<file path="config.mk">
export PLATFORM = sky130hd
export DESIGN_NAME = sdc_top
export DESIGN_NICKNAME = d
export VERILOG_FILES = /design/src/hdl/sdc_pkg.sv /design/src/hdl/sdc_ahb_slave.sv /design/src/hdl/sdc_clock_gen.sv /design/src/hdl/sdc_card_detect.sv /design/src/hdl/sdc_regs.sv /design/src/hdl/sdc_read_mux.sv /design/src/hdl/sdc_top.sv
export SDC_FILE = /design/constraint.sdc
export NUM_CORES = 1
export LEC_CHECK = 0
export ABC_AREA = 0
export BUFFER_PORTS_ARGS = -buffer_cell sky130_fd_sc_hd__buf_2
export CAP_MARGIN = 0
export CORE_MARGIN = 3
export CORE_UTILIZATION = 35
export CTS_CLUSTER_SIZE = 25
export DETAILED_ROUTE_END_ITERATION = 7
export HOLD_SLACK_MARGIN = 0.12
export PLACE_DENSITY = 0.5
export RECOVER_POWER = 50
export SLEW_MARGIN = 20
export SYNTH_ARGS = -nofsm -noshare
export SYNTH_HDL_FRONTEND = slang
export SYNTH_SLANG_ARGS = --single-unit
</file>
<file path="constraint.sdc">
create_clock -name HCLK -period 2.6 [get_ports HCLK]
set_input_delay 0.26 -clock HCLK [delete_from_list [all_inputs] [get_ports HCLK]]
set_output_delay 0.26 -clock HCLK [all_outputs]
set_load 0.05 [all_outputs]
</file>
<file path="src/hdl/sdc_pkg.sv">
// Shared constants and types for the SD host control block; only HADDR[7:0] is decoded
package sdc_pkg;

  //////////////////////////////
  // Bus and decode widths
  //////////////////////////////
  localparam int BUS_W = 32;
  localparam int OFS_W = 8;

  // Register offsets within the decoded window
  localparam logic [OFS_W-1:0] OFS_ARGUMENT     = 8'h00;
  localparam logic [OFS_W-1:0] OFS_COMMAND      = 8'h04;
  localparam logic [OFS_W-1:0] OFS_CONTROLLER   = 8'h1C;
  localparam logic [OFS_W-1:0] OFS_BLKSIZE      = 8'h20;
  localparam logic [OFS_W-1:0] OFS_VOLTAGE      = 8'h24;
  localparam logic [OFS_W-1:0] OFS_CAPA         = 8'h28;
  localparam logic [OFS_W-1:0] OFS_CLOCK_D      = 8'h2C;
  localparam logic [OFS_W-1:0] OFS_RESET        = 8'h30;
  localparam logic [OFS_W-1:0] OFS_CMD_TIMEOUT  = 8'h34;
  localparam logic [OFS_W-1:0] OFS_DATA_TIMEOUT = 8'h38;
  localparam logic [OFS_W-1:0] OFS_BLKCNT       = 8'h48;
  localparam logic [OFS_W-1:0] OFS_CARD_DETECT  = 8'h4C;
  localparam logic [OFS_W-1:0] OFS_DMA_ADDR     = 8'h60;

  // Stored field widths
  localparam int CMD_REG_W      = 14;
  localparam int CMD_TIMEOUT_W  = 25;
  localparam int DATA_TIMEOUT_W = 24;
  localparam int BLKSIZE_W      = 12;
  localparam int BLKCNT_W       = 16;
  localparam int CTRL_W         = 2;
  localparam int CLKDIV_W       = 8;

  //////////////////////////////
  // Reset and constant values
  //////////////////////////////
  localparam logic [BLKSIZE_W-1:0] RESET_BLOCK_SIZE = 12'd511;
  // Divider for roughly 400 kHz identification clock
  localparam logic [CLKDIV_W-1:0]  RESET_CLOCK_DIV  = 8'd124;
  // Card supply in millivolts
  localparam logic [BUS_W-1:0]     VOLTAGE_VALUE    = 32'd3300;
  // Low bits are capability flags and the DMA address width sits from bit 8 up
  localparam logic [BUS_W-1:0]     CAPA_VALUE       = 32'd3 | (32'd32 << 8);

  // Card detect pin level for a present card
  localparam logic CD_DETECT_LEVEL = 1'b1;
  localparam int   CD_DEBOUNCE_W   = 26;

  // One bus request as seen by the register file and the read mux
  typedef struct packed {
    logic             wr_commit;
    logic             rd;
    logic [OFS_W-1:0] rd_ofs;
    logic [OFS_W-1:0] wr_ofs;
    logic [BUS_W-1:0] wdata;
  } ahb_req_t;

  // Reset register bits in readback order
  typedef struct packed {
    logic cmd_start;
    logic data_int_rst;
    logic cmd_int_rst;
    logic ctrl_rst;
  } rst_bits_t;

  // Flag view of the card detect word
  typedef struct packed {
    logic [BUS_W-5:0] rsvd;
    logic             remove_int;
    logic             remove_ie;
    logic             insert_int;
    logic             insert_ie;
  } cd_flags_t;

  // Card detect word as raw bus data or as flags
  typedef union packed {
    logic [BUS_W-1:0] raw;
    cd_flags_t        flags;
  } cd_word_u;

  // Everything the read mux can return
  typedef struct packed {
    logic [BUS_W-1:0]          argument;
    logic [CMD_REG_W-1:0]      command;
    logic [CTRL_W-1:0]         controller;
    logic [BLKSIZE_W-1:0]      blksize;
    logic [CLKDIV_W-1:0]       clock_div;
    logic [CMD_TIMEOUT_W-1:0]  cmd_timeout;
    logic [DATA_TIMEOUT_W-1:0] data_timeout;
    logic [BLKCNT_W-1:0]       blkcnt;
    logic [BUS_W-1:0]          dma_addr;
    rst_bits_t                 rst_bits;
    cd_word_u                  card_detect;
  } reg_view_t;

endpackage

</file>
<file path="src/hdl/sdc_ahb_slave.sv">
// Single transfers only with zero wait states; no HSIZE or HWSTRB, every write is a full word
`timescale 1ns/1ps

module sdc_ahb_slave (
  input  logic                          HCLK,
  input  logic                          reset,
  input  logic                          hsel_i,
  input  logic                          hready_i,
  input  logic [1:0]                    htrans_i,
  input  logic                          hwrite_i,
  input  logic [sdc_pkg::OFS_W-1:0]     haddr_i,
  input  logic [sdc_pkg::BUS_W-1:0]     hwdata_i,
  output sdc_pkg::ahb_req_t             req_o
);

  //////////////////////////////
  // Address phase decode
  //////////////////////////////
  logic                      xfer_start;
  logic                      wr_start;
  logic                      wr_pend;
  logic [sdc_pkg::OFS_W-1:0] wr_ofs;

  // NONSEQ or SEQ on a selected, ready bus
  assign xfer_start = hready_i & hsel_i & htrans_i[1];
  assign wr_start   = xfer_start & hwrite_i;

  // Write is pending into its data phase
  always_ff @(posedge HCLK) begin
    if (reset) begin
      wr_pend <= 1'b0;
    end else begin
      wr_pend <= wr_start;
    end
  end

  // Offset held for the data phase
  always_ff @(posedge HCLK) begin
    if (wr_start) begin
      wr_ofs <= haddr_i;
    end
  end

  //////////////////////////////
  // Request to the register side
  //////////////////////////////
  always_comb begin
    req_o.wr_commit = wr_pend;
    req_o.wr_ofs    = wr_ofs;
    // Data phase data goes with the commit
    req_o.wdata     = hwdata_i;
    // Reads are served from the address phase
    req_o.rd        = xfer_start & ~hwrite_i;
    req_o.rd_ofs    = haddr_i;
  end

endmodule

</file>
<file path="src/hdl/sdc_clock_gen.sv">
// SD clock is HCLK divided by 2*(div+1); no stalls for FIFO level, div changes take effect at once
`timescale 1ns/1ps

module sdc_clock_gen (
  input  logic                          HCLK,
  input  logic                          reset,
  input  logic [sdc_pkg::CLKDIV_W-1:0]  clock_div_i,
  input  logic                          sdio_reset_i,
  output logic                          clock_posedge_o,
  output logic                          sdio_clk_o
);

  //////////////////////////////
  // Divider and clock state
  //////////////////////////////
  logic [sdc_pkg::CLKDIV_W-1:0] clock_cnt;
  logic                         clock_state;

  always_ff @(posedge HCLK) begin
    if (reset) begin
      clock_cnt       <= '0;
      clock_state     <= 1'b0;
      clock_posedge_o <= 1'b0;
    end else if (clock_cnt < clock_div_i) begin
      // Still counting this half period
      clock_cnt       <= clock_cnt + 1'b1;
      clock_posedge_o <= 1'b0;
    end else begin
      // Half period done so flip state
      clock_cnt       <= '0;
      clock_state     <= ~clock_state;
      // Pulse only on a low to high flip
      clock_posedge_o <= ~clock_state;
    end
  end

  //////////////////////////////
  // Card clock output
  //////////////////////////////
  // One cycle behind the state and parked high while the card is held in reset
  always_ff @(posedge HCLK) begin
    if (reset) begin
      sdio_clk_o <= 1'b0;
    end else begin
      sdio_clk_o <= sdio_reset_i | clock_state;
    end
  end

  // Rising edge strobe is always a single cycle
  a_posedge_single : assert property (
    @(posedge HCLK) disable iff (reset)
    clock_posedge_o |=> !clock_posedge_o
  );

endmodule

</file>
<file path="src/hdl/sdc_card_detect.sv">
// No reset input; the pin must leave the detect level once before insert_int is valid
`timescale 1ns/1ps

module sdc_card_detect #(
  parameter int DEBOUNCE_W = sdc_pkg::CD_DEBOUNCE_W
) (
  input  logic HCLK,
  input  logic sdio_cd_i,
  output logic insert_int_o
);

  //////////////////////////////
  // Debounce counter
  //////////////////////////////
  logic [DEBOUNCE_W-1:0] detect_cnt;

  // Any glitch off the detect level restarts the count
  always_ff @(posedge HCLK) begin
    if (sdio_cd_i != sdc_pkg::CD_DETECT_LEVEL) begin
      detect_cnt <= '0;
    end else if (!detect_cnt[DEBOUNCE_W-1]) begin
      // Count until the top bit saturates
      detect_cnt <= detect_cnt + 1'b1;
    end
  end

  // Top bit set means card held in long enough
  assign insert_int_o = detect_cnt[DEBOUNCE_W-1];

  // Saturation keeps the count off zero while the card stays in
  a_no_wrap : assert property (
    @(posedge HCLK)
    (sdio_cd_i == sdc_pkg::CD_DETECT_LEVEL && !$isunknown(detect_cnt))
      |=> (detect_cnt != '0)
  );

endmodule

</file>
<file path="src/hdl/sdc_regs.sv">
// Timeouts, block size, block count and DMA address are storage only; only card interrupts exist
`timescale 1ns/1ps

module sdc_regs (
  input  logic                          HCLK,
  input  logic                          reset,
  input  sdc_pkg::ahb_req_t             req_i,
  input  logic                          clock_posedge_i,
  input  logic                          insert_int_i,
  output sdc_pkg::reg_view_t            view_o,
  output logic [sdc_pkg::CLKDIV_W-1:0]  clock_div_o,
  output logic                          sdio_reset_o,
  output logic                          interrupt_o
);

  //////////////////////////////
  // Register storage
  //////////////////////////////
  logic [sdc_pkg::BUS_W-1:0]          argument_reg;
  logic [sdc_pkg::CMD_REG_W-1:0]      command_reg;
  logic [sdc_pkg::CTRL_W-1:0]         controller_reg;
  logic [sdc_pkg::BLKSIZE_W-1:0]      blksize_reg;
  logic [sdc_pkg::CLKDIV_W-1:0]       clock_div_reg;
  logic                               sw_reset_reg;
  logic [sdc_pkg::CMD_TIMEOUT_W-1:0]  cmd_timeout_reg;
  logic [sdc_pkg::DATA_TIMEOUT_W-1:0] data_timeout_reg;
  logic [sdc_pkg::BLKCNT_W-1:0]       blkcnt_reg;
  logic [sdc_pkg::BUS_W-1:0]          dma_addr_reg;
  logic                               insert_ie;
  logic                               remove_ie;
  logic                               cmd_start;
  logic                               ctrl_rst;
  sdc_pkg::cd_word_u                  cd_wr;
  sdc_pkg::cd_word_u                  cd_rd;

  // Incoming bus word seen as card detect flags
  assign cd_wr.raw = req_i.wdata;

  always_ff @(posedge HCLK) begin
    if (reset) begin
      argument_reg     <= '0;
      command_reg      <= '0;
      controller_reg   <= '0;
      blksize_reg      <= sdc_pkg::RESET_BLOCK_SIZE;
      clock_div_reg    <= sdc_pkg::RESET_CLOCK_DIV;
      sw_reset_reg     <= 1'b0;
      cmd_timeout_reg  <= '0;
      data_timeout_reg <= '0;
      blkcnt_reg       <= '0;
      dma_addr_reg     <= '0;
      insert_ie        <= 1'b0;
      remove_ie        <= 1'b0;
      cmd_start        <= 1'b0;
      ctrl_rst         <= 1'b0;
      sdio_reset_o     <= 1'b0;
    end else begin
      // Slow side samples once per SD clock rise
      if (clock_posedge_i) begin
        cmd_start    <= 1'b0;
        ctrl_rst     <= sw_reset_reg;
        sdio_reset_o <= controller_reg[1];
      end
      // Commit decode keeps the low bits of each field
      if (req_i.wr_commit) begin
        case (req_i.wr_ofs)
          sdc_pkg::OFS_ARGUMENT: begin
            argument_reg <= req_i.wdata;
            // Argument write kicks off a command and wins over the clear
            cmd_start    <= 1'b1;
          end
          sdc_pkg::OFS_COMMAND:
            command_reg <= req_i.wdata[sdc_pkg::CMD_REG_W-1:0];
          sdc_pkg::OFS_CONTROLLER:
            controller_reg <= req_i.wdata[sdc_pkg::CTRL_W-1:0];
          sdc_pkg::OFS_BLKSIZE:
            blksize_reg <= req_i.wdata[sdc_pkg::BLKSIZE_W-1:0];
          sdc_pkg::OFS_CLOCK_D:
            clock_div_reg <= req_i.wdata[sdc_pkg::CLKDIV_W-1:0];
          sdc_pkg::OFS_RESET:
            sw_reset_reg <= req_i.wdata[0];
          sdc_pkg::OFS_CMD_TIMEOUT:
            cmd_timeout_reg <= req_i.wdata[sdc_pkg::CMD_TIMEOUT_W-1:0];
          sdc_pkg::OFS_DATA_TIMEOUT:
            data_timeout_reg <= req_i.wdata[sdc_pkg::DATA_TIMEOUT_W-1:0];
          sdc_pkg::OFS_BLKCNT:
            blkcnt_reg <= req_i.wdata[sdc_pkg::BLKCNT_W-1:0];
          sdc_pkg::OFS_CARD_DETECT: begin
            // Only the enables are writable
            remove_ie <= cd_wr.flags.remove_ie;
            insert_ie <= cd_wr.flags.insert_ie;
          end
          sdc_pkg::OFS_DMA_ADDR:
            dma_addr_reg <= req_i.wdata;
          default: begin
          end
        endcase
      end
    end
  end

  //////////////////////////////
  // Card detect word and interrupt
  //////////////////////////////
  always_comb begin
    cd_rd.raw              = '0;
    cd_rd.flags.remove_int = ~insert_int_i;
    cd_rd.flags.remove_ie  = remove_ie;
    cd_rd.flags.insert_int = insert_int_i;
    cd_rd.flags.insert_ie  = insert_ie;
  end

  assign interrupt_o = (cd_rd.flags.insert_int & cd_rd.flags.insert_ie)
                     | (cd_rd.flags.remove_int & cd_rd.flags.remove_ie);

  assign clock_div_o = clock_div_reg;

  //////////////////////////////
  // Readback view
  //////////////////////////////
  always_comb begin
    view_o.argument              = argument_reg;
    view_o.command               = command_reg;
    view_o.controller            = controller_reg;
    view_o.blksize               = blksize_reg;
    view_o.clock_div             = clock_div_reg;
    view_o.cmd_timeout           = cmd_timeout_reg;
    view_o.data_timeout          = data_timeout_reg;
    view_o.blkcnt                = blkcnt_reg;
    view_o.dma_addr              = dma_addr_reg;
    view_o.rst_bits.cmd_start    = cmd_start;
    // No command or data engine behind these
    view_o.rst_bits.data_int_rst = 1'b0;
    view_o.rst_bits.cmd_int_rst  = 1'b0;
    view_o.rst_bits.ctrl_rst     = ctrl_rst;
    view_o.card_detect           = cd_rd;
  end

  // Command start is only retired by the SD clock rise
  a_cmd_start_fall : assert property (
    @(posedge HCLK) disable iff (reset)
    $fell(cmd_start) |-> $past(clock_posedge_i)
  );

endmodule

</file>
<file path="src/hdl/sdc_read_mux.sv">
// Read word is registered one cycle; unmapped offsets and idle cycles return zero
`timescale 1ns/1ps

module sdc_read_mux (
  input  logic                          HCLK,
  input  logic                          reset,
  input  sdc_pkg::ahb_req_t             req_i,
  input  sdc_pkg::reg_view_t            view_i,
  output logic [sdc_pkg::BUS_W-1:0]     hrdata_o
);

  //////////////////////////////
  // Offset select
  //////////////////////////////
  logic [sdc_pkg::BUS_W-1:0] rd_word;

  // Narrow fields land in the low bits and the rest stays zero
  always_comb begin
    rd_word = '0;
    case (req_i.rd_ofs)
      sdc_pkg::OFS_ARGUMENT:     rd_word = view_i.argument;
      sdc_pkg::OFS_COMMAND:      rd_word[sdc_pkg::CMD_REG_W-1:0] = view_i.command;
      sdc_pkg::OFS_CONTROLLER:   rd_word[sdc_pkg::CTRL_W-1:0] = view_i.controller;
      sdc_pkg::OFS_BLKSIZE:      rd_word[sdc_pkg::BLKSIZE_W-1:0] = view_i.blksize;
      sdc_pkg::OFS_VOLTAGE:      rd_word = sdc_pkg::VOLTAGE_VALUE;
      sdc_pkg::OFS_CAPA:         rd_word = sdc_pkg::CAPA_VALUE;
      sdc_pkg::OFS_CLOCK_D:      rd_word[sdc_pkg::CLKDIV_W-1:0] = view_i.clock_div;
      // Four strobe bits with cmd_start on top
      sdc_pkg::OFS_RESET:        rd_word[3:0] = view_i.rst_bits;
      sdc_pkg::OFS_CMD_TIMEOUT:
        rd_word[sdc_pkg::CMD_TIMEOUT_W-1:0] = view_i.cmd_timeout;
      sdc_pkg::OFS_DATA_TIMEOUT:
        rd_word[sdc_pkg::DATA_TIMEOUT_W-1:0] = view_i.data_timeout;
      sdc_pkg::OFS_BLKCNT:       rd_word[sdc_pkg::BLKCNT_W-1:0] = view_i.blkcnt;
      sdc_pkg::OFS_CARD_DETECT:  rd_word = view_i.card_detect.raw;
      sdc_pkg::OFS_DMA_ADDR:     rd_word = view_i.dma_addr;
      default:                   rd_word = '0;
    endcase
  end

  //////////////////////////////
  // Data phase register
  //////////////////////////////
  // Captured at the end of the address phase
  always_ff @(posedge HCLK) begin
    if (reset) begin
      hrdata_o <= '0;
    end else if (req_i.rd) begin
      hrdata_o <= rd_word;
    end else begin
      // Bus idles at zero outside read data phases
      hrdata_o <= '0;
    end
  end

endmodule

</file>
<file path="src/hdl/sdc_top.sv">
// Control side only; command and data engines, FIFO and DMA master are not present
`timescale 1ns/1ps

module sdc_top #(
  parameter int CD_DEBOUNCE_W = sdc_pkg::CD_DEBOUNCE_W
) (
  input  logic                          HCLK,
  input  logic                          reset,
  input  logic                          hsel_i,
  input  logic                          hready_i,
  input  logic [1:0]                    htrans_i,
  input  logic                          hwrite_i,
  input  logic [sdc_pkg::OFS_W-1:0]     haddr_i,
  input  logic [sdc_pkg::BUS_W-1:0]     hwdata_i,
  output logic [sdc_pkg::BUS_W-1:0]     hrdata_o,
  output logic                          hreadyout_o,
  output logic                          hresp_o,
  input  logic                          sdio_cd_i,
  output logic                          sdio_clk_o,
  output logic                          sdio_reset_o,
  output logic                          interrupt_o
);

  sdc_pkg::ahb_req_t            req;
  sdc_pkg::reg_view_t           view;
  logic                         clock_posedge;
  logic [sdc_pkg::CLKDIV_W-1:0] clock_div;
  logic                         insert_int;

  //////////////////////////////
  // Bus side
  //////////////////////////////
  // Zero wait states and always OKAY
  assign hreadyout_o = 1'b1;
  assign hresp_o     = 1'b0;

  sdc_ahb_slave i_ahb_slave (
    .HCLK     (HCLK),
    .reset    (reset),
    .hsel_i   (hsel_i),
    .hready_i (hready_i),
    .htrans_i (htrans_i),
    .hwrite_i (hwrite_i),
    .haddr_i  (haddr_i),
    .hwdata_i (hwdata_i),
    .req_o    (req)
  );

  sdc_regs i_regs (
    .HCLK            (HCLK),
    .reset           (reset),
    .req_i           (req),
    .clock_posedge_i (clock_posedge),
    .insert_int_i    (insert_int),
    .view_o          (view),
    .clock_div_o     (clock_div),
    .sdio_reset_o    (sdio_reset_o),
    .interrupt_o     (interrupt_o)
  );

  sdc_read_mux i_read_mux (
    .HCLK     (HCLK),
    .reset    (reset),
    .req_i    (req),
    .view_i   (view),
    .hrdata_o (hrdata_o)
  );

  //////////////////////////////
  // Card side
  //////////////////////////////
  sdc_clock_gen i_clock_gen (
    .HCLK            (HCLK),
    .reset           (reset),
    .clock_div_i     (clock_div),
    .sdio_reset_i    (sdio_reset_o),
    .clock_posedge_o (clock_posedge),
    .sdio_clk_o      (sdio_clk_o)
  );

  // Smaller width shortens the debounce in simulation
  sdc_card_detect #(
    .DEBOUNCE_W (CD_DEBOUNCE_W)
  ) i_card_detect (
    .HCLK         (HCLK),
    .sdio_cd_i    (sdio_cd_i),
    .insert_int_o (insert_int)
  );

endmodule

</file>
=== Word level (Yosys, flattened, before mapping) ===
Index checks and enable logic that the tools add are counted.

* Register bits after elaboration: 249
* Input port bits: 48
* Output and inout bits: 37
* Logic and storage cells: 91

* $add $sub $neg: 2
* $lt $le $gt $ge: 1
* Equal/unequal tests: 22
* Mux-type cells: 13
* Bitwise logic cells: 13
* Reductions and logical operators: 16

{| class="wikitable"
|+ Operators with widths
! cell !! count
|-
| 8-bit by 6-bit == test with 1-bit output (second input constant) || 12
|-
| 8-bit by 7-bit == test with 1-bit output (second input constant) || 6
|-
| 4-bit one-hot mux with 9 select lines || 1
|-
| 4-bit one-hot mux with 8 select lines || 1
|-
| 8-bit one-hot mux with 4 select lines || 1
|-
| 26-bit by 1-bit adder with 26-bit output (second input constant) || 1
|-
| 26-bit two-way mux || 1
|-
| 2-bit one-hot mux with 12 select lines || 1
|-
| 2-bit one-hot mux with 11 select lines || 1
|-
| 2-bit AND reduction || 11
|-
| 8-bit by 3-bit == test with 1-bit output (second input constant) || 2
|-
| 8-bit by 5-bit == test with 1-bit output (second input constant) || 2
|-
| 8-bit logical NOT || 2
|-
| 2-bit one-hot mux with 7 select lines || 1
|-
| 7-bit one-hot mux with 2 select lines || 1
|-
| 2-bit one-hot mux with 5 select lines || 1
|-
| 8-bit by 1-bit adder with 8-bit output (second input constant) || 1
|-
| 8-bit < comparator || 1
|-
| 1-bit bitwise AND || 6
|-
| 2-bit OR reduction || 3
|-
| 1-bit NOT || 5
|-
| 1-bit two-way mux || 3
|-
| 1-bit one-hot mux with 3 select lines || 1
|-
| 1-bit OR || 2
|}

=== Longest topological paths before layout ===
Gate-level depths: netlist of run 1.

* Word-level depth: 5
* Depth in mapped cells: 8
* Gate-level depth less buffers: 6

=== Hierarchy ===
Synthesis of run 1 repeated with hierarchy kept, for this count alone.

* Cells, all modules: 1206
* Area total of the unflattened synthesis: 12009.0 sq um

{| class="wikitable"
|+ By module, submodules not included
! module !! times used !! cells an instance !! area each (sq um) !! seq. area each (sq um)
|-
| sdc_regs || 1 || 666 || 7146.9 || 3423.3
|-
| sdc_read_mux || 1 || 275 || 2367.3 || 640.6
|-
| sdc_card_detect || 1 || 136 || 1192.4 || 520.5
|-
| sdc_clock_gen || 1 || 71 || 678.2 || 220.2
|-
| sdc_ahb_slave || 1 || 54 || 601.8 || 260.2
|-
| sdc_top || 1 || 4 || 22.5 || 0.0
|}

=== Worst setup path before layout of run 1 ===
OpenSTA, ideal clock, no wires.

* Path type: register -> register
* Start: reg i_ahb_slave.wr_ofs[1] in the netlist's numbering
* End: reg i_regs.blkcnt_reg[10] in the netlist's numbering
* Library setup time: 0.128 ns
* Arrival time: 1.825 ns
* Required time: 2.472 ns
* Setup slack: 0.647 ns
* Cell stages (with the launch flop): 7
* Path buffers: 2
* Clock period less this slack: 1.953 ns
* Path through: edfxtp_1 -> or3_1 -> buf_6 -> nor4_4 -> buf_6 -> mux2i_1 -> nor2_1

* Word-level cells in the longest chain between the ends: 2

{| class="wikitable"
|+ RTL lines
! what !! RTL line !! source
|-
| start: declaration || sdc_ahb_slave.sv:22 || <nowiki>logic [sdc_pkg::OFS_W-1:0] wr_ofs;</nowiki>
|-
| start signal: assignment || sdc_ahb_slave.sv:40 || <nowiki>wr_ofs <= haddr_i;</nowiki>
|-
| 8-bit by 7-bit == test with 1-bit output || sdc_regs.sv:65 || <nowiki>case (req_i.wr_ofs)</nowiki>
|-
| 2-bit AND reduction (no source line) || - ||
|-
| end signal: assignment || sdc_regs.sv:86 || <nowiki>blkcnt_reg <= req_i.wdata[sdc_pkg::BLKCNT_W-1:0];</nowiki>
|-
| end: declaration || sdc_regs.sv:27 || <nowiki>logic [sdc_pkg::BLKCNT_W-1:0] blkcnt_reg;</nowiki>
|}

No other way between the ends.
A chain may end at the register's enable or synchronous reset.

=== Worst setup path after layout of run 1 ===
* Start: reg i_ahb_slave.wr_ofs[1] in the netlist's numbering
* End: reg i_regs.data_timeout_reg[1] in the netlist's numbering

* Word-level cells in the longest chain between the ends: 2

{| class="wikitable"
|+ RTL lines
! what !! RTL line !! source
|-
| 8-bit by 6-bit == test with 1-bit output || sdc_regs.sv:65 ||
|-
| 2-bit AND reduction (no source line) || - ||
|-
| end signal: assignment || sdc_regs.sv:84 || <nowiki>data_timeout_reg <= req_i.wdata[sdc_pkg::DATA_TIMEOUT_W-1:0];</nowiki>
|-
| end: declaration || sdc_regs.sv:26 || <nowiki>logic [sdc_pkg::DATA_TIMEOUT_W-1:0] data_timeout_reg;</nowiki>
|}

No other way between the ends.

==> results.toml, run 1 <==
[place]
place_inst = 1624
gp_congestion = 0.8004
io_buffers = 81
dp_hpwl_mm = 19.37

[route]
drt-total-wl_mm = 31.37
route.vias.total = 8913
postRouteAntennaNets = 0
drcViolationCount = 0
firstDrtPassIters = 6
wl_per_cell_um = 18.30
drtIter0Drc = 631
via_per_inst = 5.200

[worst_setup_path]
arrival_ps = 2830
crit_chain = "or3_1, or3_1, buf_4, nand2_1, a21oi_1, dlygate4sd3_1"
worst_path_largest_cell_delay_ps = 540
required_ps = 3030
reg2reg_from = "i_ahb_slave.wr_ofs[1]"
critical-path-top-delay-family = "simple AND/OR/NAND/NOR gates"
critPathLaunch = "i_ahb_slave.wr_ofs[1]"
critPathKind = "reg -> reg"
cp_max_fo = 24
cp-end-kind = "flip-flop"
cp-start-kind = "flip-flop"
crit_buf_inv = 2
cpMaxStageDelayCell = "or3_1"
r2r_slack_ps = 200
critPathMostFrequentCell = "or3_1"

[clock_tree]
tritoncts = "done"
htreeDepth = 1
cts-buffers-inserted = 28
clockBufferDepth = 3
cts.sinks = 249
postCtsResizedCells = 0
cts_root_buf = "clkbuf_16"
postCtsSetupBuffers = 0
clock_latency_ps = 540
path_clk_slew_ps = 60

[synth]
synth_edf_count = 8
async_flop_share_pct = 0
ys_types = 69
syn_area_um2 = 10380
synth_seq_cells = 249
synth_area_per_cell_um2 = 8.610
synth_area_leaders = "dfxtp_1 46%, nand2_1 11%, a21oi_1 6.8%"
synth_top_flop_cell = "dfxtp_1"
synth_top_area_share_pct = 46.46
syn_inst = 1206
synth_fp_nets = 1263
yosysWarnings = 0
seq_area_frac_synth_pct = 48.78
synth_top_area_cell = "dfxtp_1"

[floorplanning]
initial_core_util_pct = 35.89
die_area_um2 = 31770
core_um2 = 28940
die_w_um = 178.2
ioPinCount = 85
die_h_um = 178.2
rows = 62

[power_and_ir_drop]
ir_drop_mv = 0.4358
leakage_nw = 4.281
powerDensity_nw_per_um2 = 661.2

[final_layout]
final_cell_mix = "292 x nand2_1, 241 x dfxtp_1, 141 x a21oi_1"
area_growth_pct = 20.45
layout.cells.non_filler = 1714
num_antenna_cells = 0
drive_gt1_share_pct = 10.98
final.fill_count = 2899
num-nets-final = 1366
final_common_cell = "nand2_1"

[timing]
setup_viol = 0
max_freq_mhz = 416.2
fin_crit_ps = 2403
grt_setup_unrepaired = "no"
post-route-period-util_pct = 92.42
fin_skew_ps = 8.705
worst_pin_slew_ps = 1634
maxSlewViolCount = 77
relSlewSlack_pct = -8.940
setup_tns_ps = 0
hold_viol_final = 0

[min_path]
hp-start = "sdio_cd_i"
hp-class = "in -> reg"

[run_status]
status = "finished with violations"
violations = "capacitance limit, slew limit"

[global_route]
gr-total-overflow = 0
grt_max_degree = 86
grt_pass1_wl_mm = 48.93
grt_usage_pct = 19.56
grt_pass1_vias = 8421
antenna_found_initial = 0

[job]
cap_violations = 1
-- per-stage QoR --
step	worst slack, ps	cell area (um^2)	hold slack [ps]	utilization (%)	total power [W]
final	197.1	12510	150.5	43.22	0.008270
after global routing	46.69	12510	179.4	43.22	0.008548
after CTS	190.8	12570	125.0	43.45	0.008375
after detailed placement	374.2	11220	443.9	38.76	0.004223
after global placement	399.0	11220	441.8	38.76	0.004222
after floorplan	647.5	10380	358.9	-	0.004095
-- kinds of logic after synthesis --
family | synth area share, %
adder cells (fa/ha/maj) | 1.084
AO/OA/AOI/OAI | 15.18
buffers and inverters | 4.470
AND/OR/NAND/NOR | 23.52
other | 0.07232
multiplexers | 4.278
flip-flops | 48.78
XOR/XNOR | 2.615
-- worst paths after layout --
path                             endpoint  cells past startpoint
max            i_regs.data_timeout_reg[1]                      6
min          i_card_detect.detect_cnt[25]                      2
max reg2reg    i_regs.data_timeout_reg[1]                      6
min reg2reg       i_read_mux.hrdata_o[17]                      2
-- repair_timing --
| action | in CTS | in global routing |
|---|---|---|
| endpoints found under the hold margin | 158 | 0 |
| hold buffers | 39 | 0 |
| setup endpoints to repair | 0 | 0 |
-- cell usage after synthesis, types with 9 or more instances --
cell and number:
xnor2_1 20, dfxtp_1 241, nor3_1 13, a21oi_1 141
a222oi_1 20, and2_1 24, a31oi_1 10, xor2_1 11
mux2i_1 41, clkbuf_1 48, nand2_1 292, nand3_1 31
nor2b_1 9, a22o_1 9, nor2_1 69, ha_1 9
a22oi_1 23, inv_1 13, nand4_1 12, and3_1 17
buf_2 31
-- final cells by class --
cell class                 count  area, um^2  area share, %
clock buffer                  38       819.5          6.553
clock inverter                13       147.6          1.180
inverter                      13       48.80         0.3902
multi-input combinational    855        4868          38.93
sequential                   249        5065          40.50
tap                          384       480.5          3.842
timing repair buffer         162        1077          8.613
-- per-layer routing --
| metal | wire length, um | global-route usage, % |
|---|---|---|
| met3 | 1570 | 2.405 |
| met2 | 14360 | 32.05 |
| met4 | 633 | 4.351 |
| met5 | 0 | 0 |
| met1 | 14800 | 27.64 |
-- report_power, final --
group / switching (W) / internal, W / total, W
Sequential: 0.0000160 / 0.00385 / 0.00386
Clock: 0.00159 / 0.00249 / 0.00409
Combinational: 0.000207 / 0.000111 / 0.000318
Total: 0.00182 / 0.00645 / 0.00827
Power figures use the tool's default switching activity.
==> inputs of run 2 (changes only) <==
--- a/config.mk
+++ b/config.mk
@@ -8,12 +8,15 @@
 export ABC_AREA = 0
 export BUFFER_PORTS_ARGS = -buffer_cell sky130_fd_sc_hd__buf_2
 export CAP_MARGIN = 0
+export CELL_PAD_IN_SITES_DETAIL_PLACEMENT = 1
+export CELL_PAD_IN_SITES_GLOBAL_PLACEMENT = 1
 export CORE_MARGIN = 3
 export CORE_UTILIZATION = 35
 export CTS_CLUSTER_SIZE = 25
 export DETAILED_ROUTE_END_ITERATION = 7
 export HOLD_SLACK_MARGIN = 0.12
-export PLACE_DENSITY = 0.5
+export MAX_ROUTING_LAYER = met4
+export PLACE_DENSITY = 0.63
 export RECOVER_POWER = 50
 export SLEW_MARGIN = 20
 export SYNTH_ARGS = -nofsm -noshare
==> results.toml, run 2 (synthesis gave the netlist of run 1 again) <==
[job]
cap_violations = 1

[clock_tree]
clockBufferDepth = 3
cts_root_buf = "clkbuf_16"
postCtsSetupBuffers = 0
path_clk_slew_ps = 60
postCtsResizedCells = 0
clock_latency_ps = 550
hold_buffers = 37
htreeDepth = 1
cts.sinks = 249
cts-buffers-inserted = 29
tritoncts = "done"

[timing]
relSlewSlack_pct = -22.22
grt_setup_unrepaired = "no"
maxSlewViolCount = 96
post-route-period-util_pct = 93.66
fin_crit_ps = 2435
setup_viol = 0
hold_viol_final = 0
max_freq_mhz = 410.6
setup_tns_ps = 0
worst_pin_slew_ps = 1833
fin_skew_ps = 10.47

[final_layout]
final_common_cell = "nand2_1"
num-nets-final = 1362
num_antenna_cells = 0
final_cell_mix = "292 x nand2_1, 241 x dfxtp_1, 141 x a21oi_1"
area_growth_pct = 20.52
drive_gt1_share_pct = 10.70
stdcell_area_um2 = 12510

[min_path]
whs_path_depth = 2
hp-class = "in -> reg"

[global_route]
grt_max_degree = 96
gr-total-overflow = 0
grt_pass1_wl_mm = 52.08
grt_pass1_vias = 9176
grt_usage_pct = 21.28
antenna_found_initial = 0

[worst_setup_path]
cp-start-kind = "input pin"
worstRegToRegCells = 5
cp_max_fo = 20
cp-end-kind = "flip-flop"
critPathKind = "in -> reg"
required_ps = 3030
arrival_ps = 2870

[power_and_ir_drop]
p_sw_w = 0.001830
ir_drop_mv = 0.4707
leakage_nw = 4.285
combPwrFrac_pct = 3.8
powerDensity_nw_per_um2 = 674.5
pwr-share-seq_pct = 45.8
internal_power_w = 0.006611
clockPowerShare_pct = 50.4
power.share.switching_pct = 21.68

[floorplanning]
die_area_um2 = 31770
core_um2 = 28940
die_h_um = 178.2
initial_core_util_pct = 35.89
die_w_um = 178.2
rows = 62
ioPinCount = 85

[route]
wl_per_cell_um = 19.19
drtIter0Drc = 565
drt-total-wl_mm = 32.84
route.vias.total = 9141
firstDrtPassIters = 6
drcViolationCount = 0
via_per_inst = 5.342
postRouteAntennaNets = 0

[run_status]
status = "finished with violations"
violations = "capacitance limit, slew limit"

[place]
dp_hpwl_mm = 20.66
io_buffers = 81
gp_congestion = 0.7957
place_area_um2 = 11210
run 2: changes by cell type in the layout (fill, tap and decap cells not counted), moves of 3 or more:
cell        before  now
buf_4           38   27
clkinvlp_4       3    0
clkbuf_1        46   49
buf_2           38   43
clkinv_2         7    4
clkbuf_8         6    9
run 2: layout make-up:
type	instances	area (um^2)
Clock buffer	45	897.1
Clock inverter	8	118.9
Fill cell	3382	16420
Inverter	13	48.80
Multi-Input combinational cell	855	4875
Sequential cell	249	5065
Tap cell	384	480.5
Timing Repair Buffer	157	1030
run 2: critical path, cell delays in order:
cell	delay, ps
dlygate4sd3_1	530
buf_2	210
or3b_2	580
nor3_4	190
clkbuf_2	560
a221oi_1	230
a31oi_1	280
run 2: per-layer routing:
layer  track usage (%)  part of all wire [%]
met1             27.77                    46
met2             35.28                    47
met3             2.512                   4.9
met4             5.390                   2.0
met5                 -                     0
run 2: through the flow:
stage | hold slack [ps] | worst slack [ps] | util (%) | total power (W) | cells
4_1_cts | 133.7 | 347.9 | 43.54 | 0.008551 | 1711
2_1_floorplan | 358.9 | 647.5 | - | 0.004095 | 1206
6_report | 154.0 | 164.7 | 43.25 | 0.008441 | 1711
3_5_place_dp | 447.3 | 322.8 | 38.75 | 0.004228 | 1621
3_3_place_gp | 441.8 | 345.9 | 38.75 | 0.004224 | 1621
5_1_grt | 186.5 | 138.3 | 43.25 | 0.008746 | 1711
run 2: final timing paths:
path / startpoint / to / slack (ps)
worst min-delay path: sdio_cd_i / i_card_detect.detect_cnt[25] / 150
worst max register to register: i_ahb_slave.wr_ofs[1] / i_regs.data_timeout_reg[7] / 260
worst max-delay path: haddr_i[1] / i_read_mux.hrdata_o[2] / 160
worst min register to register: i_regs.argument_reg[10] / i_regs.argument_reg[10] / 450
run 2: power groups by stage:
stage / clock (W) / sequential, W / combinational [W]
3_5_place_dp: 0 / 0.00395 / 0.000279
5_1_grt: 0.00453 / 0.00387 / 0.000349
3_3_place_gp: 0 / 0.00395 / 0.000276
4_1_cts: 0.00436 / 0.00386 / 0.000323
6_report: 0.00426 / 0.00386 / 0.000319
2_1_floorplan: 0 / 0.00394 / 0.000153
==> inputs of run 3 (changes only) <==
--- a/config.mk
+++ b/config.mk
@@ -7,7 +7,6 @@
 export LEC_CHECK = 0
 export ABC_AREA = 0
 export BUFFER_PORTS_ARGS = -buffer_cell sky130_fd_sc_hd__buf_2
-export CAP_MARGIN = 0
 export CELL_PAD_IN_SITES_DETAIL_PLACEMENT = 1
 export CELL_PAD_IN_SITES_GLOBAL_PLACEMENT = 1
 export CORE_MARGIN = 3
@@ -17,7 +16,6 @@
 export HOLD_SLACK_MARGIN = 0.12
 export MAX_ROUTING_LAYER = met4
 export PLACE_DENSITY = 0.63
-export RECOVER_POWER = 50
 export SLEW_MARGIN = 20
 export SYNTH_ARGS = -nofsm -noshare
 export SYNTH_HDL_FRONTEND = slang
==> results.toml, run 3 (synthesis gave the netlist of run 1 again) <==
[worst_setup_path]
cp-end-kind = "flip-flop"
critPathKind = "in -> reg"
worstRegToRegCells = 5
critPathLaunch = "haddr_i[1]"
r2r_slack_ps = 440
cp-start-kind = "input pin"
arrival_ps = 2660
cp_max_fo = 19
required_ps = 3020
r2r_end = "i_regs.clock_div_o[2]"
endpoint = "i_read_mux.hrdata_o[1]"
reg2reg_from = "i_ahb_slave.wr_ofs[4]"

[route]
drcViolationCount = 0
via_per_inst = 5.322
route.vias.total = 9106
drtIter0Drc = 571
drt-total-wl_mm = 32.86
wl_per_cell_um = 19.21
firstDrtPassIters = 5
postRouteAntennaNets = 0

[timing]
grt_setup_unrepaired = "no"
setup_viol = 0
post-route-period-util_pct = 86.06
hold_viol_final = 0
relSlewSlack_pct = 29.25
fin_crit_ps = 2238
max_freq_mhz = 446.9
fin_skew_ps = 11.95
postLayoutSetupSlackWorst_ps = 362.5
worst_pin_slew_ps = 1061
setup_tns_ps = 0
maxSlewViolCount = 0

[clock_tree]
path_clk_slew_ps = 60
postCtsResizedCells = 0
cts.sinks = 249
htreeDepth = 1
tritoncts = "done"
clockBufferDepth = 3
cts_root_buf = "clkbuf_16"
clock_latency_ps = 550
cts-buffers-inserted = 29

[global_route]
antenna_found_initial = 0
grt_max_degree = 96
grt_usage_pct = 21.28
gr-total-overflow = 0
grt_pass1_vias = 9176
grt_pass1_wl_mm = 52.08

[floorplanning]
die_h_um = 178.2
die_w_um = 178.2
die_area_um2 = 31770
core_um2 = 28940
initial_core_util_pct = 35.89
ioPinCount = 85
rows = 62

[power_and_ir_drop]
ir_drop_mv = 0.4709
p_sw_w = 0.001832
powerDensity_nw_per_um2 = 670.5
pwr-share-seq_pct = 45.8
clockPowerShare_pct = 50.4
power.share.switching_pct = 21.69
internal_power_w = 0.006614
leakage_nw = 4.487
combPwrFrac_pct = 3.8

[place]
dp_hpwl_mm = 20.66
place_area_um2 = 11210
gp_congestion = 0.7957
dp_slack_ps = 322.8
io_buffers = 81

[final_layout]
area_growth_pct = 21.33
drive_gt1_share_pct = 14.02
final_cell_mix = "292 x nand2_1, 241 x dfxtp_1, 141 x a21oi_1"
stdcell_area_um2 = 12600
multi_input_area_um2 = 4880
num_antenna_cells = 0
num-nets-final = 1362
final-seq-area_um2 = 5065
final.fill_count = 3369
final_common_cell = "nand2_1"

[run_status]
status = "finished, final reports clean"

[job]
cap_violations = 0

[min_path]
hp-class = "in -> reg"
==> run 3: timing repair <==
action | 4_1_cts | 5_1_grt
setup endpoints to repair | 0 | 0
endpoints found under the hold margin | 155 | 0
hold buffers | 37 | 0
setup buffers | 0 | 0
==> run 3: cell type report <==
class / instances / area share (%)
sequential: 249 / 40.20
tap: 384 / 3.814
timing repair buffer: 157 / 8.799
multi-input combinational: 855 / 38.73
clock inverter: 8 / 0.9435
inverter: 13 / 0.3873
clock buffer: 45 / 7.121
==> run 3: worst min-delay path by stage <==
stage / end / startpoint / cells after the start
6_report: i_card_detect.detect_cnt[25] / sdio_cd_i / 2
5_1_grt: i_ahb_slave.wr_ofs[2] / haddr_i[2] / 2
4_1_cts: i_ahb_slave.wr_ofs[2] / haddr_i[2] / 2
3_5_place_dp: i_regs.argument_reg[10] / i_regs.argument_reg[10] / 2
3_3_place_gp: i_regs.dma_addr_reg[30] / i_regs.dma_addr_reg[30] / 2
2_1_floorplan: i_ahb_slave.wr_ofs[0] / haddr_i[0] / 0
==> run 3: routing by layer <==
layer | routed length [um] | vias up | GRT usage (%)
li1 | - | 4384 | -
met1 | 15260 | 4496 | 27.77
met2 | 15470 | 180 | 35.28
met3 | 1435 | 46 | 2.512
met4 | 696 | 0 | 5.390
met5 | 0 | - | -
==> run 3: stage by stage <==
stage / hold slack, ps / power, W / instances / utilization [%]
4_1_cts: 133.7 / 0.008551 / 1711 / 43.54
5_1_grt: 141.1 / 0.008749 / 1711 / 43.54
3_3_place_gp: 441.8 / 0.004224 / 1621 / 38.75
2_1_floorplan: 358.9 / 0.004095 / 1206 / -
3_5_place_dp: 447.3 / 0.004228 / 1621 / 38.75
6_report: 151.2 / 0.008447 / 1711 / 43.54
==> run 3: worst max-delay path, cell delays in order <==
cell,delay (ps)
dlygate4sd3_1,530
buf_2,210
nor4_4,410
and4b_1,400
buf_12,210
a22o_1,230
nor4_1,70
a221oi_1,320
==> run 3: power groups by stage <==
stage / combinational [W] / clock [W] / sequential, W
floorplan: 0.000153 / 0 / 0.00394
global placement: 0.000276 / 0 / 0.00395
detailed placement: 0.000279 / 0 / 0.00395
CTS: 0.000323 / 0.00436 / 0.00386
global route: 0.000352 / 0.00453 / 0.00387
finish: 0.000323 / 0.00426 / 0.00386
